## config.mk

```make
export PLATFORM = sky130hd
export DESIGN_NAME = branch_predictor
export DESIGN_NICKNAME = d
export VERILOG_FILES = /design/src/source/predictor_pkg.sv /design/src/source/rv_isa_pkg.sv /design/src/source/branch_predecoder.sv /design/src/source/branch_predictor.sv /design/src/source/branch_target_buffer.sv /design/src/source/pht_counter_table.sv /design/src/source/return_address_stack.sv
export VERILOG_INCLUDE_DIRS = /design/src /design/src/source
export SDC_FILE = /design/constraint.sdc
export NUM_CORES = 1
export LEC_CHECK = 0
export ABC_CLOCK_PERIOD_IN_PS = 6200
export BUFFER_PORTS_ARGS = -buffer_cell sky130_fd_sc_hd__buf_4
export CAP_MARGIN = 20
export CORE_MARGIN = 3
export CORE_UTILIZATION = 58
export DETAILED_ROUTE_END_ITERATION = 6
export GPL_TIMING_DRIVEN = 0
export PLACE_DENSITY = 0.77
export RECOVER_POWER = 50
export SLEW_MARGIN = 40
export SYNTH_ARGS = -nofsm -noshare
export SYNTH_HDL_FRONTEND = slang
export SYNTH_SLANG_ARGS = --single-unit
```

## constraint.sdc

```tcl
create_clock -name clock -period 6.2 [get_ports clock]
set_clock_uncertainty 0.15 [all_clocks]
set_input_delay 0.31 -clock clock [delete_from_list [all_inputs] [get_ports clock]]
set_output_delay 0.31 -clock clock [all_outputs]
set_load 0.01 [all_outputs]
```

## src/source/bp_settings.svh

```systemverilog
/* sizes of the branch predictor tables; all row and slot counts must be powers of two
   of at least two, since the index is taken straight from the address bits */
`ifndef BP_SETTINGS_SVH
`define BP_SETTINGS_SVH

// address and instruction width
`define BP_XLEN 32

// pattern history table rows, one two-bit counter each
`define BP_PHT_ROWS 8

// branch target buffer entries, direct mapped
`define BP_BTB_ROWS 8

// return address stack slots
`define BP_RAS_DEPTH 4

`endif

```

## src/source/predictor_pkg.sv

```systemverilog
/* state and class types shared by the predictor blocks */
`default_nettype none

package predictor_pkg;

	// two-bit saturating counter, the top bit is the taken prediction
	typedef enum logic [1:0] {
		STRONG_NT = 2'b00,
		WEAK_NT   = 2'b01,
		WEAK_T    = 2'b10,
		STRONG_T  = 2'b11
	} counter_t;

	// kind of control transfer, from predecode at fetch and from the core at retire
	typedef enum logic [2:0] {
		CLASS_NONE     = 3'd0,
		CLASS_COND     = 3'd1, // conditional branch, B-type
		CLASS_JUMP     = 3'd2, // JAL without link to ra
		CLASS_CALL     = 3'd3, // JAL or JALR writing ra
		CLASS_RETURN   = 3'd4, // JALR x0, 0(ra)
		CLASS_INDIRECT = 3'd5  // any other JALR
	} branch_class_t;

endpackage

`default_nettype wire

```

## src/source/rv_isa_pkg.sv

```systemverilog
/* RV32I instruction word views needed by branch predecode; no compressed formats */
`default_nettype none

package rv_isa_pkg;

	// only the control transfer opcodes matter to the predictor
	typedef enum logic [6:0] {
		OP_BRANCH = 7'b1100011,
		OP_JAL    = 7'b1101111,
		OP_JALR   = 7'b1100111
	} opcode_t;

	// architectural register numbers used for call and return hints
	localparam logic [4:0] REG_ZERO = 5'd0;
	localparam logic [4:0] REG_RA   = 5'd1;

	typedef struct packed {
		logic       imm_12;
		logic [5:0] imm_10_5;
		logic [4:0] rs2;
		logic [4:0] rs1;
		logic [2:0] funct3;
		logic [3:0] imm_4_1;
		logic       imm_11;
		logic [6:0] opcode;
	} b_format_t;

	typedef struct packed {
		logic       imm_20;
		logic [9:0] imm_10_1;
		logic       imm_11;
		logic [7:0] imm_19_12;
		logic [4:0] rd;
		logic [6:0] opcode;
	} j_format_t;

	// one fetched word, read as B-type or J-type depending on the opcode
	typedef union packed {
		b_format_t   b;
		j_format_t   j;
		logic [31:0] raw;
	} instr_word_t;

endpackage

`default_nettype wire

```

## src/source/branch_predecoder.sv

```systemverilog
/* JALR gets no immediate target here; its direct_target is the fall-through pc + 4.
   funct3 is not checked, so reserved encodings under the branch opcodes still classify */
`default_nettype none
`timescale 1ns/100ps
`include "bp_settings.svh"

module branch_predecoder (
	input  wire logic [`BP_XLEN-1:0]          fetch_pc,
	input  wire rv_isa_pkg::instr_word_t      fetch_instr,
	output predictor_pkg::branch_class_t      fetch_class,
	output logic [`BP_XLEN-1:0]               direct_target
);

	logic [6:0]          opcode;
	logic [4:0]          rd;
	logic [4:0]          rs1;
	logic [`BP_XLEN-1:0] b_offset;
	logic [`BP_XLEN-1:0] j_offset;

	assign opcode = fetch_instr.raw[6:0];

	// rd sits at the same bits in J and I formats, rs1 at the same bits in B and I
	assign rd  = fetch_instr.j.rd;
	assign rs1 = fetch_instr.b.rs1;

	// B-type offset, bit 0 is always zero
	assign b_offset = {
		{(`BP_XLEN-13){fetch_instr.b.imm_12}},
		fetch_instr.b.imm_12,
		fetch_instr.b.imm_11,
		fetch_instr.b.imm_10_5,
		fetch_instr.b.imm_4_1,
		1'b0
	};

	// J-type offset, +-1 MiB range
	assign j_offset = {
		{(`BP_XLEN-21){fetch_instr.j.imm_20}},
		fetch_instr.j.imm_20,
		fetch_instr.j.imm_19_12,
		fetch_instr.j.imm_11,
		fetch_instr.j.imm_10_1,
		1'b0
	};

	always_comb begin
		fetch_class   = predictor_pkg::CLASS_NONE;
		direct_target = fetch_pc + `BP_XLEN'd4; // fall-through unless pc-relative

		case (opcode)
			rv_isa_pkg::OP_BRANCH: begin
				fetch_class   = predictor_pkg::CLASS_COND;
				direct_target = fetch_pc + b_offset;
			end
			rv_isa_pkg::OP_JAL: begin
				if (rd == rv_isa_pkg::REG_RA) begin
					fetch_class = predictor_pkg::CLASS_CALL;
				end else begin
					fetch_class = predictor_pkg::CLASS_JUMP;
				end
				direct_target = fetch_pc + j_offset;
			end
			rv_isa_pkg::OP_JALR: begin
				// return hint takes priority over the link check
				if (rd == rv_isa_pkg::REG_ZERO && rs1 == rv_isa_pkg::REG_RA) begin
					fetch_class = predictor_pkg::CLASS_RETURN;
				end else if (rd == rv_isa_pkg::REG_RA) begin
					fetch_class = predictor_pkg::CLASS_CALL;
				end else begin
					fetch_class = predictor_pkg::CLASS_INDIRECT;
				end
			end
			default: begin
				fetch_class = predictor_pkg::CLASS_NONE;
			end
		endcase
	end

endmodule

`default_nettype wire

```

## src/source/branch_predictor.sv

```systemverilog
/* all outputs are combinational from the fetch inputs; a JALR call is predicted to
   its fall-through address. enable freezes training only, the return stack still runs */
`default_nettype none
`timescale 1ns/100ps
`include "bp_settings.svh"

module branch_predictor (
	input  wire logic                         clock,
	input  wire logic                         reset,
	input  wire logic                         enable,
	input  wire logic                         fetch_valid,
	input  wire logic [`BP_XLEN-1:0]          fetch_pc,
	input  wire rv_isa_pkg::instr_word_t      fetch_instr,
	input  wire logic                         retire_valid,
	input  wire logic [`BP_XLEN-1:0]          retire_pc,
	input  wire predictor_pkg::branch_class_t retire_class,
	input  wire logic                         retire_taken,
	input  wire logic [`BP_XLEN-1:0]          retire_target,
	output logic                              predict_valid,
	output logic                              predict_taken,
	output logic [`BP_XLEN-1:0]               predict_target
);

	predictor_pkg::branch_class_t fetch_class;
	logic [`BP_XLEN-1:0]          direct_target;
	logic                         pht_lookup;
	logic                         pht_taken;
	logic                         btb_hit;
	logic [`BP_XLEN-1:0]          btb_target;
	logic                         btb_write;
	logic                         ras_push;
	logic                         ras_pop;
	logic                         ras_valid;
	logic [`BP_XLEN-1:0]          ras_addr;
	logic                         taken;

	assign pht_lookup = fetch_valid && fetch_class == predictor_pkg::CLASS_COND;
	assign ras_push   = fetch_valid && fetch_class == predictor_pkg::CLASS_CALL;
	assign ras_pop    = fetch_valid && fetch_class == predictor_pkg::CLASS_RETURN;
	assign btb_write  = enable && retire_valid && retire_taken
		&& retire_class == predictor_pkg::CLASS_INDIRECT;

	branch_predecoder i_branch_predecoder (
		.fetch_pc      (fetch_pc),
		.fetch_instr   (fetch_instr),
		.fetch_class   (fetch_class),
		.direct_target (direct_target)
	);

	pht_counter_table i_pht_counter_table (
		.clock         (clock),
		.reset         (reset),
		.enable        (enable),
		.lookup        (pht_lookup),
		.lookup_pc     (fetch_pc),
		.retire_valid  (retire_valid),
		.retire_pc     (retire_pc),
		.retire_class  (retire_class),
		.retire_taken  (retire_taken),
		.predict_taken (pht_taken)
	);

	branch_target_buffer i_branch_target_buffer (
		.clock        (clock),
		.reset        (reset),
		.lookup_pc    (fetch_pc),
		.hit          (btb_hit),
		.target       (btb_target),
		.write        (btb_write),
		.write_pc     (retire_pc),
		.write_target (retire_target)
	);

	return_address_stack i_return_address_stack (
		.clock     (clock),
		.reset     (reset),
		.push      (ras_push),
		.push_addr (fetch_pc),
		.pop       (ras_pop),
		.top_valid (ras_valid),
		.top_addr  (ras_addr)
	);

	always_comb begin
		taken          = 1'b0;
		predict_target = direct_target; // also the answer when nothing is taken
		case (fetch_class)
			predictor_pkg::CLASS_COND: taken = pht_taken;
			predictor_pkg::CLASS_JUMP,
			predictor_pkg::CLASS_CALL: taken = 1'b1;
			predictor_pkg::CLASS_RETURN: begin
				taken = ras_valid; // empty stack falls through
				if (ras_valid) begin
					predict_target = ras_addr;
				end
			end
			predictor_pkg::CLASS_INDIRECT: begin
				taken = btb_hit;
				if (btb_hit) begin
					predict_target = btb_target;
				end
			end
			default: taken = 1'b0;
		endcase
	end

	assign predict_valid = fetch_valid && fetch_class != predictor_pkg::CLASS_NONE;
	assign predict_taken = predict_valid && taken;

endmodule

`default_nettype wire

```

## src/source/branch_target_buffer.sv

```systemverilog
/* direct mapped, full tag above the index; a read in the write cycle sees old contents.
   no replacement policy, a new write simply evicts the row */
`default_nettype none
`timescale 1ns/100ps
`include "bp_settings.svh"

module branch_target_buffer (
	input  wire logic                clock,
	input  wire logic                reset,
	input  wire logic [`BP_XLEN-1:0] lookup_pc,
	output logic                     hit,
	output logic [`BP_XLEN-1:0]      target,
	input  wire logic                write,
	input  wire logic [`BP_XLEN-1:0] write_pc,
	input  wire logic [`BP_XLEN-1:0] write_target
);

	localparam int INDEX_BITS = $clog2(`BP_BTB_ROWS);
	localparam int TAG_BITS   = `BP_XLEN - INDEX_BITS - 2;

	logic [`BP_BTB_ROWS-1:0] valid_q;
	logic [TAG_BITS-1:0]     tag_mem    [`BP_BTB_ROWS];
	logic [`BP_XLEN-1:0]     target_mem [`BP_BTB_ROWS];

	logic [INDEX_BITS-1:0] lookup_index;
	logic [TAG_BITS-1:0]   lookup_tag;
	logic [INDEX_BITS-1:0] write_index;
	logic [TAG_BITS-1:0]   write_tag;

	assign lookup_index = lookup_pc[INDEX_BITS+1:2];
	assign lookup_tag   = lookup_pc[`BP_XLEN-1:INDEX_BITS+2];
	assign write_index  = write_pc[INDEX_BITS+1:2];
	assign write_tag    = write_pc[`BP_XLEN-1:INDEX_BITS+2];

	// aliasing pcs share a row but differ in the tag
	assign hit    = valid_q[lookup_index] && (tag_mem[lookup_index] == lookup_tag);
	assign target = target_mem[lookup_index];

	always_ff @(posedge clock) begin
		if (reset) begin
			valid_q <= '0;
		end else if (write) begin
			valid_q[write_index] <= 1'b1;
		end
	end

	// tag and target storage, meaningful only under valid_q
	always_ff @(posedge clock) begin
		if (write) begin
			tag_mem[write_index]    <= write_tag;
			target_mem[write_index] <= write_target;
		end
	end

	// a pc written in one cycle hits with its new target in the next
	a_write_then_hit: assert property (@(posedge clock) disable iff (reset)
		write |=> lookup_pc != $past(write_pc) || (hit && target == $past(write_target)));

endmodule

`default_nettype wire

```

## src/source/pht_counter_table.sv

```systemverilog
/* one two-bit counter per row, indexed by pc bits above the byte offset, no history.
   a retire to the row being looked up is forwarded into the same cycle's prediction */
`default_nettype none
`timescale 1ns/100ps
`include "bp_settings.svh"

module pht_counter_table (
	input  wire logic                         clock,
	input  wire logic                         reset,
	input  wire logic                         enable,
	input  wire logic                         lookup,
	input  wire logic [`BP_XLEN-1:0]          lookup_pc,
	input  wire logic                         retire_valid,
	input  wire logic [`BP_XLEN-1:0]          retire_pc,
	input  wire predictor_pkg::branch_class_t retire_class,
	input  wire logic                         retire_taken,
	output logic                              predict_taken
);

	localparam int INDEX_BITS = $clog2(`BP_PHT_ROWS);

	predictor_pkg::counter_t [`BP_PHT_ROWS-1:0] pht;
	predictor_pkg::counter_t [`BP_PHT_ROWS-1:0] next_pht;

	logic [INDEX_BITS-1:0] lookup_index;
	logic [INDEX_BITS-1:0] retire_index;
	logic                  retire_cond;
	logic                  retire_return;
	logic                  update;
	logic [1:0]            lookup_state;

	assign lookup_index = lookup_pc[INDEX_BITS+1:2]; // skip byte offset
	assign retire_index = retire_pc[INDEX_BITS+1:2];

	assign retire_cond   = retire_class == predictor_pkg::CLASS_COND;
	assign retire_return = retire_class == predictor_pkg::CLASS_RETURN;
	assign update        = enable && retire_valid && retire_cond;

	// saturating step of the retired row
	always_comb begin
		next_pht = pht;
		if (update) begin
			case (pht[retire_index])
				predictor_pkg::STRONG_NT: next_pht[retire_index] =
					retire_taken ? predictor_pkg::WEAK_NT : predictor_pkg::STRONG_NT;
				predictor_pkg::WEAK_NT: next_pht[retire_index] =
					retire_taken ? predictor_pkg::WEAK_T : predictor_pkg::STRONG_NT;
				predictor_pkg::WEAK_T: next_pht[retire_index] =
					retire_taken ? predictor_pkg::STRONG_T : predictor_pkg::WEAK_NT;
				predictor_pkg::STRONG_T: next_pht[retire_index] =
					retire_taken ? predictor_pkg::STRONG_T : predictor_pkg::WEAK_T;
				default: next_pht[retire_index] = predictor_pkg::STRONG_NT;
			endcase
		end
	end

	// read the next state so a same-cycle retire is already visible
	assign lookup_state  = next_pht[lookup_index];
	assign predict_taken = lookup ? lookup_state[1] : 1'b0;

	always_ff @(posedge clock) begin
		if (reset) begin
			for (int i = 0; i < `BP_PHT_ROWS; i++) begin
				pht[i] <= predictor_pkg::STRONG_NT;
			end
		end else begin
			pht <= next_pht;
		end
	end

	// returns are unconditional, they must never train a counter
	a_return_no_train: assert property (@(posedge clock) disable iff (reset)
		(retire_valid && retire_return) |=> $stable(pht));

endmodule

`default_nettype wire

```

## src/source/return_address_stack.sv

```systemverilog
/* circular, overflow drops the oldest return address; no repair after a misprediction.
   depth must be a power of two so the pointer wraps on its own */
`default_nettype none
`timescale 1ns/100ps
`include "bp_settings.svh"

module return_address_stack (
	input  wire logic                clock,
	input  wire logic                reset,
	input  wire logic                push,
	input  wire logic [`BP_XLEN-1:0] push_addr,
	input  wire logic                pop,
	output logic                     top_valid,
	output logic [`BP_XLEN-1:0]      top_addr
);

	localparam int PTR_BITS = $clog2(`BP_RAS_DEPTH);
	localparam logic [PTR_BITS:0] FULL = PTR_BITS'(`BP_RAS_DEPTH - 1) + 1'b1;

	logic [`BP_XLEN-1:0] slots [`BP_RAS_DEPTH];
	logic [PTR_BITS-1:0] top_ptr; // slot of the newest entry
	logic [PTR_BITS:0]   count;   // saturates at FULL

	assign top_valid = count != '0;
	assign top_addr  = slots[top_ptr];

	always_ff @(posedge clock) begin
		if (reset) begin
			top_ptr <= '0;
			count   <= '0;
		end else if (push) begin
			top_ptr <= top_ptr + 1'b1;
			if (count != FULL) begin
				count <= count + 1'b1;
			end
		end else if (pop && top_valid) begin
			top_ptr <= top_ptr - 1'b1; // empty pop leaves state alone
			count   <= count - 1'b1;
		end
	end

	// return lands after the call instruction
	always_ff @(posedge clock) begin
		if (push) begin
			slots[top_ptr + 1'b1] <= push_addr + `BP_XLEN'd4;
		end
	end

	// one fetch per cycle, so call and return never coincide
	a_no_push_pop: assert property (@(posedge clock) disable iff (reset) !(push && pop));

endmodule

`default_nettype wire

```

# Word level (Yosys, flattened, before mapping)
# Memory sizes are Yosys's and may differ from the RTL's. A register that Yosys moved wholly into a read port is not among the register bits.
# Cells that the tools add are included.
# totals
elab_cells	104
ram_bits	600
register_bits	29
n_memories	3
# memory_table
name	depth	word_bits	read_ports	rd_ports_with_merged_regs	wr	line	source
i_branch_target_buffer.target_mem	8	32	1	0	1	branch_target_buffer.sv:23	logic [`BP_XLEN-1:0] target_mem [`BP_BTB_ROWS];
i_branch_target_buffer.tag_mem	8	27	1	0	1	branch_target_buffer.sv:22	logic [TAG_BITS-1:0] tag_mem [`BP_BTB_ROWS];
i_return_address_stack.slots	4	32	1	1	1	return_address_stack.sv:20	logic [`BP_XLEN-1:0] slots [`BP_RAS_DEPTH];
# classes
add_sub_neg	7
n_lt_le_gt_ge	3
bitwise	1
n_mux	41
n_eq_ne	18
n_reduce_logical	20
# ops
cell	n
case mux 32 bit (2 select lines)	2
adder 32 bit	2
bitwise mux 16 bit	4
two-way mux 32 bit	2
case mux 16 bit (4 select lines)	1
adder 32 x 3 -> 32 bit, second input constant	1
equality test 27 bit	1
equality test 7 bit, second input constant	3
two-way mux 2 bit	9
two-way mux 16 bit	1
two-way mux 3 bit	5
logical AND 1 bit	13
binary-select mux 2 bit (select 3 bit)	2
equality test 5 x 1 -> 1 bit, second input constant	2
two-way mux 1 bit	10
equality test 3 bit, second input constant	3
case mux 3 bit (3 select lines)	1
< comparator 3 x 4 -> 1 bit, second input constant	2
OR 8 bit	1
demux 2 bit (select 3 bit)	1
equality test 3 x 1 -> 1 bit, second input constant	2
equality test 3 x 2 -> 1 bit, second input constant	2
nonzero test 3 bit	2
zero test 5 bit	1
other kinds (16)	17

# Longest topological paths before layout
# Gate-level depths: netlist of the first run.
# logic_depth
word_depth	12
mapped_depth	16

# Cells and area by module
# Synthesis of the first run repeated with hierarchy kept, for this count alone.
# unflattened
hier_cells	1733
area_unflattened_um2	28457.3
# by_module_without_submodules
mod	instances	cells_per_inst	area_per_inst_um2
branch_target_buffer	1	838	18491.5
return_address_stack	1	290	5565.3
branch_predecoder	1	405	2671.3
pht_counter_table	1	111	997.2
branch_predictor	1	89	732.0

# Worst setup path before layout of the first run
# No wires, ideal clock.
# synth_path
path_kind	input port to flip-flop
from	in retire_pc[4]
to	mem i_branch_target_buffer.tag_mem[0][0] (netlist bit), enable pin
t_required_ps	5499
arrival_time_ps	5002
slack_ps	497
cell_stages	3
path_cell_list	buf_1 or3_1 nor3_1
# synth_rtl
element	line	source
start: declaration	branch_predictor.sv:15	input wire logic [`BP_XLEN-1:0] retire_pc,
end: declaration	branch_target_buffer.sv:22	
# Straight into the memory's write port.

# Final worst setup path of the first run
# layout_path
from	in fetch_instr[5] (netlist bit)
to	out predict_target[29]
# layout_between
elab_chain_cells	4
elab_cells_between_ends	10
cone_classes	eq/ne (5); mux (5)
# layout_rtl
element	line	source
start: declaration	branch_predictor.sv:13	input wire rv_isa_pkg::instr_word_t fetch_instr,
equality test 7 bit	branch_predecoder.sv:50	case (opcode)
case mux 3 bit (3 select lines) / case mux 32 bit (2 select lines) (equally long branches)	branch_predecoder.sv:50	
equality test 3 bit (tied with other cells)	branch_predictor.sv:87	case (fetch_class)
case mux 32 bit (2 select lines) (*)	branch_predictor.sv:87	
end: declaration	branch_predictor.sv:21	output logic [`BP_XLEN-1:0] predict_target
# Mark *: on every way between the ends. The rest lies on a longest branch, timed or not.

==> results of run 1 <==
## repair_timing
item | in CTS | in global routing
setup endpoints to repair | 0 | 3
setup buffers | 0 | 2
endpoints found under the hold margin | 532 | 0
hold buffers | 72 | 0
resized for setup | 0 | 1
## worst max-delay path by stage
stage | start | to | slack, ns | cells after the start
detailed placement | fetch_instr[5] | predict_target[29] | 0.18 | 18
global route | fetch_instr[5] | predict_target[29] | 0.24 | 19
finish | fetch_instr[5] | predict_target[29] | 0.48 | 18
global placement | retire_pc[4] | i_branch_target_buffer.target_mem[0][3]$_DFFE_PP_ | -4.44 | 4
floorplan | retire_pc[4] | i_branch_target_buffer.tag_mem[0][0]$_DFFE_PP_ | 0.50 | 3
CTS | fetch_instr[5] | predict_target[29] | 0.15 | 18
## layer usage
layer / up-vias / GRT usage / routed length, microns
met5: - / 0 / 16
met4: 4 / 0.0898 / 2060
met3: 122 / 0.0483 / 5700
met2: 793 / 0.446 / 33200
met1: 8240 / 0.398 / 27400
li1: 7063 / - / -
## cell usage in the layout, fill, tap and decap left out, types with 7 or more instances in the layout
cell / n
clkbuf_1: 123
inv_1: 29
mux2i_1: 75
clkinv_1: 14
dfxtp_1: 31
dlygate4sd3_1: 72
edfxtp_1: 600
a21oi_1: 79
o21a_1: 7
buf_2: 18
nor2_1: 132
mux4_2: 156
o21ai_0: 38
o21ai_1: 9
xor2_1: 28
o21ai_2: 10
and3_1: 15
nand2_1: 56
clkbuf_16: 60
buf_8: 13
and2_1: 8
a21o_1: 17
nor3_1: 12
ha_1: 37
buf_6: 8
mux2_2: 7
a211oi_1: 12
nand3_1: 20
clkinv_2: 8
buf_4: 123
xnor2_1: 54
clkbuf_2: 10
nand4_1: 9
## flip-flops by register name, summed over array words and instances, names as in the netlist, named ones only
signal / flops
i_branch_target_buffer.tag_mem: 216
i_return_address_stack.slots: 128
i_pht_counter_table.pht: 8
i_branch_target_buffer.target_mem: 256
i_return_address_stack.count: 3
i_branch_target_buffer.valid_q: 8
i_return_address_stack.top_ptr: 2
## power by group
| group | internal (W) | switching (W) | leakage, nW | total (W) |
|---|---|---|---|---|
| registers | 0.00467 | 0.00000482 | 5.64 | 0.00468 |
| clock network | 0.00194 | 0.00152 | 0.893 | 0.00347 |
| logic | 0.000315 | 0.000413 | 4.34 | 0.000729 |
## worst max-delay path: cells and delay by family
| kind | cells | cell delay (ns) |
|---|---|---|
| AOI/OAI and AO/OA | 6 | 2.23 |
| adders and majority gates | 1 | 0.43 |
| buffers and inverters | 4 | 0.69 |
| muxes | 1 | 0.35 |
| and+or+nand+nor | 6 | 1.28 |
## per-stage QoR
stage	setup WS [ns]	total power [W]	std cells
after global placement	-4.44	0.00545	2370
after floorplan	0.497	0.00517	1597
after detailed placement	0.179	0.00547	2420
after CTS	0.155	0.00893	2600
after global routing	0.244	0.00913	2603
final	0.478	0.00887	2604
## area by class of cell
type	count	area share
Clock inverter	32	0.00883
Clock buffer	76	0.0483
Tap cell	607	0.0235
Buffer	71	0.0125
Timing Repair Buffer	290	0.0699
Antenna cell	2	0.000155
Inverter	29	0.00337
Sequential cell	631	0.577
Multi-Input combinational cell	866	0.257
## logic make-up (layout without fill, tap and decap cells)
group / count (synthesis) / count (layout) / share of synthesized area
DFF: 631 / 631 / 0.680
adders and majority gates: 40 / 40 / 0.0187
other: 0 / 2 / 0
and+or+nand+nor: 294 / 294 / 0.0501
AOI/OAI and AO/OA: 212 / 212 / 0.0482
xor gates and xnor gates: 82 / 82 / 0.0262
muxes: 238 / 238 / 0.159
buffers and inverters: 100 / 498 / 0.0180
==> results.toml, run 1 <==
[run_status]
status = "finished with violations"
failed_checks = "max-capacitance violations, max-slew violations"

[floorplanning]
die_width_microns = 223
starting_density_of_the_core = 0.587
die_height_microns = 223
top_level_ports = 171
placeableCoreArea_sq_um = 46700
core.rowCount = 79
total_die_area_sq_um = 49900

[finish]
final_area_sq_um = 32300
multi_input_combinational_cell_area_sq_um = 8290
filler_cell_count = 3110
nNetsFinal = 2125
area.growth.synth_to_final_pct = 17.9
final_layout_size_suffix_gt1_frac = 0.222
final-seq-area_sq_um = 18600
post-route-util = 0.693

[run]
max_cap_viol_count = 1

[timing]
fmax_mhz = 175
period_minus_slack_ns = 5.72
finalSetupViolCount = 0
relSlewSlack = -0.0808
layout_worst_path_cycle_share = 0.923
final_max_slew_viol_count = 11
final_hold_viol_count = 0
unrepaired_setup_endpoints_after_global_routing = "false"
fin_setup_tns_ns = 0
worst_pin_slew_ns = 1.62
fin_worst_hold_slack_ns = 0.0413

[logic_synthesis]
synth.most_common_cell = "edfxtp_1"
synth.top_cells.by_area = "edfxtp_1 (66%), mux4_2 (13%), mux2i_1 (2.7%), dfxtp_1 (2.3%), nor2_1 (1.8%)"
seq_total_area_yosys = 0.680
ys_types = 67
avgSynthCellArea_sq_um = 17.2
synth_top_area_cell = "edfxtp_1"
postSynth.topFlopCell = "edfxtp_1"
mappedNetlistArea_sq_um = 27400
mappedNetlistNets = 1773
yosys.area.top_type_share = 0.658
ys_top_cells_by_count = "edfxtp_1 (600), mux4_2 (156), nor2_1 (132), a21oi_1 (79), mux2i_1 (75)"
synth-warning-count = 0
postSynthCellCount = 1597
postSynth.asyncResetShare = 0
synth_enable_flop_cells = 600
synth_seq_cells = 631

[place]
gp_congestion = 0.927
count_of_input_and_output_buffers = 166
postPlaceCellArea_sq_um = 30200
place_hpwl_mm = 48.4

[critical_path]
crit_path_cell_trace = "buf_4, nand3_1, nor3b_4, buf_12, nand3_1, clkbuf_1, o21ai_0, ha_1, and3_1, and3_1, a221oi_1, nand3_1, a311oi_2, o31a_1, mux2_2, a211oi_1, o21ai_1, buf_4"
critical_path.endpoint_type = "primary output"
crit_path_max_fanout = 10
critPathArrivalTime_ns = 5.26
crit-reg2reg-capture = "i_return_address_stack.count[2]$_SDFFE_PP0P_"
critical_path_required_ns = 5.74
worst-r2r-setup-slack_ns = 3.87
rr_startpoint = "i_return_address_stack.count[0]$_SDFFE_PP0P_"
timing.reg2reg.worst_path_depth = 8
critPathLaunchType = "primary input"
path_common_cell = "nand3_1"
worst_path_max_delay_cell = "o21ai_0"
timing_worst_setup_path_type = "in -> out"
worst_path_largest_cell_delay_ns = 0.56

[global_route]
first_pass_grt_wire_length_mm = 103
global_route.overflow_total = 0
antenna_found_initial = 4
gr-usage-all-layers = 0.278
grt_start_max_net_pins = 33
grt_pass1_vias = 16400

[pwr]
leakagePower_nw = 10.9
ir_drop_mv = 0.237
powerDensity_nw_per_um2 = 275

[route]
dr.first_iter.drc_count = 1726
vias_per_cell = 6.23
drt_drc_violations_left = 0
drt-wirelength-per-cell_microns = 26.3
finalWirelength_mm = 68.4
num_vias = 16200
first_pass_iters = 5
drtAntennaViolNets = 0

[cts]
cts-root-buf = "clkbuf_16"
numCtsBuffers = 60
h_tree_levels = 2
clkLatencyLatePin_ns = 0.62
tritoncts = "built"
numClockSinks = 631
cts.reportedPaths.clkPinSlew_ns = 0.06
clockBufferDepth = 3

[min_path]
hp-class = "in -> reg"
min-delay-start = "fetch_pc[10]"
hold_path_depth = 2
worstHoldEndpoint = "i_return_address_stack.slots[2][10]$_DFFE_PP_"
Note: power is estimated with default switching activity, not from simulation.
==> run 2, diff against run 1 <==
- SYNTH_HIERARCHICAL: default -> 1
==> run 2 against run 1 <==
Effect of this change:
- the run now ends clean
- count of clock-buffer cells in the layout is 1 lower
- flip-flop and latch count did not move
- largest power group unchanged
- global-route usage hardly changed
- final area grew 3.5%
- wire length increased by 4.5%
==> results.toml, run 2 <==
[run_status]
status = "complete, no violations"

[finish]
layout.cells.most_common = "edfxtp_1"
most_used_cells_in_the_layout_excluding_fill_and_tap_cells = "edfxtp_1 (600), buf_4 (123), mux4_2 (120)"
reg_top3 = "i_branch_target_buffer/target_mem x256, i_branch_target_buffer/tag_mem x216, i_return_address_stack/slots x128"
final_area_sq_um = 33400
number_of_flip_flops_under_the_largest_register_name = 256
nNetsFinal = 2258
registers.top_by_ff_count = "i_branch_target_buffer/target_mem"
final_layout_size_suffix_gt1_frac = 0.231
area.growth.synth_to_final_pct = 17.5

[timing]
final_max_slew_viol_count = 0
fin_setup_tns_ns = 0
layout_worst_path_cycle_share = 0.911
relSlewSlack = 0.186
worst_pin_slew_ns = 1.22
fmax_mhz = 177
period_minus_slack_ns = 5.65
final_hold_viol_count = 0
finalSetupViolCount = 0
unrepaired_setup_endpoints_after_global_routing = "false"

[critical_path]
critPathLaunchType = "primary input"
critical_path.endpoint_type = "primary output"
crit_path_cell_trace = "dlygate4sd3_1, buf_4, nand2_1, clkbuf_1, o22ai_1, a221oi_1, xor2_1, nor4_1, nand3_1, nor4_2, and4b_1, buf_2, buf_2, a22o_1, a21o_1, buf_4"
crit-reg2reg-capture = "i_pht_counter_table/pht[9]$_SDFF_PP0_"
critPathArrivalTime_ns = 5.19
worst_path_largest_cell_delay_ns = 0.56
worst-r2r-setup-slack_ns = 3.69
launching_element_of_the_worst_setup_path = "fetch_pc[2]"
worst_path_max_delay_cell = "nor4_1"
crit_path_max_fanout = 16
critPathCapture = "predict_target[2]"
rr_startpoint = "i_pht_counter_table/pht[3]$_SDFF_PP0_"
timing.reg2reg.worst_path_depth = 8
critical_path_required_ns = 5.74
timing_worst_setup_path_type = "in -> out"

[logic_synthesis]
mappedNetlistNets = 1911
postSynthCellCount = 1733
postSynth.asyncResetShare = 0
synth_enable_flop_cells = 600
avgSynthCellArea_sq_um = 16.4
synth_seq_cells = 631
mappedNetlistArea_sq_um = 28500
postSynth.topFlopCell = "edfxtp_1"
yosys.area.top_type_share = 0.633
ys_top_cells_by_count = "edfxtp_1 (600), mux4_2 (120), nand2_1 (97), nor2_1 (71), xnor2_1 (70)"
synth.top_cells.by_area = "edfxtp_1 (63%), mux4_2 (9.5%), dfxtp_1 (2.2%), xnor2_1 (2.2%), mux2_2 (2.0%)"
synth.most_common_cell = "edfxtp_1"
synth_top_area_cell = "edfxtp_1"
seq_total_area_yosys = 0.655
synth-warning-count = 6
ys_types = 89

[cts]
h_tree_levels = 2
post-cts-setup-buffers = 0
clkLatencyLatePin_ns = 0.61
numCtsBuffers = 60
cts.reportedPaths.clkPinSlew_ns = 0.06
cts-root-buf = "clkbuf_16"
numClockSinks = 631
tritoncts = "built"
clockBufferDepth = 3

[global_route]
grt_start_max_net_pins = 33
antenna_found_initial = 3
first_pass_grt_wire_length_mm = 107
global_route.overflow_total = 0
grt_pass1_vias = 17500
gr-usage-all-layers = 0.279

[route]
first_pass_iters = 5
vias_per_cell = 6.22
drt-wirelength-per-cell_microns = 25.6
drt_drc_violations_left = 0
drtAntennaViolNets = 0
num_vias = 17400
finalWirelength_mm = 71.5
dr.first_iter.drc_count = 1849

[place]
gp_congestion = 0.937
place_hpwl_mm = 50.1
postPlaceCellArea_sq_um = 31300
count_of_input_and_output_buffers = 168

[min_path]
hp-class = "in -> reg"

[floorplanning]
core.rowCount = 80
die_width_microns = 228
die_height_microns = 228
total_die_area_sq_um = 51800
starting_density_of_the_core = 0.591
placeableCoreArea_sq_um = 48100
top_level_ports = 171

[pwr]
leakagePower_nw = 11.6
powerDensity_nw_per_um2 = 266
power.total_w = 0.00890
ir_drop_mv = 0.238

[run]
max_cap_viol_count = 0
## run 2: layout make-up
type | instances | area [sq um]
flip-flops and latches | 631 | 18600
fillers | 3090 | 14700
multi-input cells | 997 | 9250
repair buffers | 285 | 2270
clock buffers | 75 | 1590
well taps | 656 | 821
plain buffers | 83 | 490
clock inverters | 37 | 285
inverters | 22 | 82.6
diodes | 4 | 10.0
## run 2: cell families after synthesis
group                      count (synthesis)  share of synthesized area
xor gates and xnor gates                 114                     0.0351
muxes                                    249                      0.146
DFF                                      631                      0.655
buffers and inverters                    105                     0.0201
and+or+nand+nor                          341                     0.0636
adders and majority gates                 41                     0.0186
AOI/OAI and AO/OA                        252                     0.0620
## run 2: critical path: cells and delay by family
kind / cells / cell delay [ns]
AND/OR/NAND/NOR: 5 / 1.76
XOR/XNOR: 1 / 0.13
buffers and inverters: 6 / 1.92
AO/OA/AOI/OAI: 4 / 1.04
## run 2: through the flow
step / instances / setup slack (ns) / utilization / hold WS, ns
floorplan: 1733 / 0.656 / - / 0.229
global placement: 2557 / -3.39 / 0.634 / 0.295
finish: 2790 / 0.551 / 0.694 / 0.0537
global route: 2786 / 0.344 / 0.694 / 0.0431
detailed placement: 2606 / 1.01 / 0.650 / 0.308
CTS: 2786 / 0.548 / 0.703 / 0.0168
## run 2: worst min-delay path by stage
stage                                                   startpoint                                              to  slack, ns  depth (start not counted)
floorplan                                                    reset    i_return_address_stack/count[1]$_SDFFE_PP0P_       0.23                          1
global placement    i_branch_target_buffer/valid_q[1]$_SDFFE_PP0P_  i_branch_target_buffer/valid_q[1]$_SDFFE_PP0P_       0.30                          2
detailed placement  i_branch_target_buffer/valid_q[1]$_SDFFE_PP0P_  i_branch_target_buffer/valid_q[1]$_SDFFE_PP0P_       0.31                          2
CTS                                                retire_class[1]                                        register       0.02                          5
global route                                          fetch_pc[12]   i_return_address_stack/slots[2][12]$_DFFE_PP_       0.04                          2
finish                                                fetch_pc[14]   i_return_address_stack/slots[0][14]$_DFFE_PP_       0.05                          2
## run 2: power by group
group / internal [W] / switching [W]
clock: 0.00198 / 0.00152
sequential: 0.00467 / 0.00000185
combinational: 0.000312 / 0.000421
total: 0.00696 / 0.00195
## run 2: layer usage
| layer | GRT usage | routed length (microns) | part of all wire | up-vias |
|---|---|---|---|---|
| met3 | 0.0467 | 6210 | 0.087 | 131 |
| met4 | 0.0721 | 1760 | 0.025 | 0 |
| met5 | 0 | 0 | 0 | - |
| li1 | - | - | - | 7608 |
| met1 | 0.388 | 28500 | 0.40 | 8783 |
| met2 | 0.467 | 35100 | 0.49 | 841 |
## run 2: repair_timing
action / in CTS / in global routing
endpoints found under the hold margin: 497 / 0
resized for setup: 0 / 0
hold buffers: 68 / 0
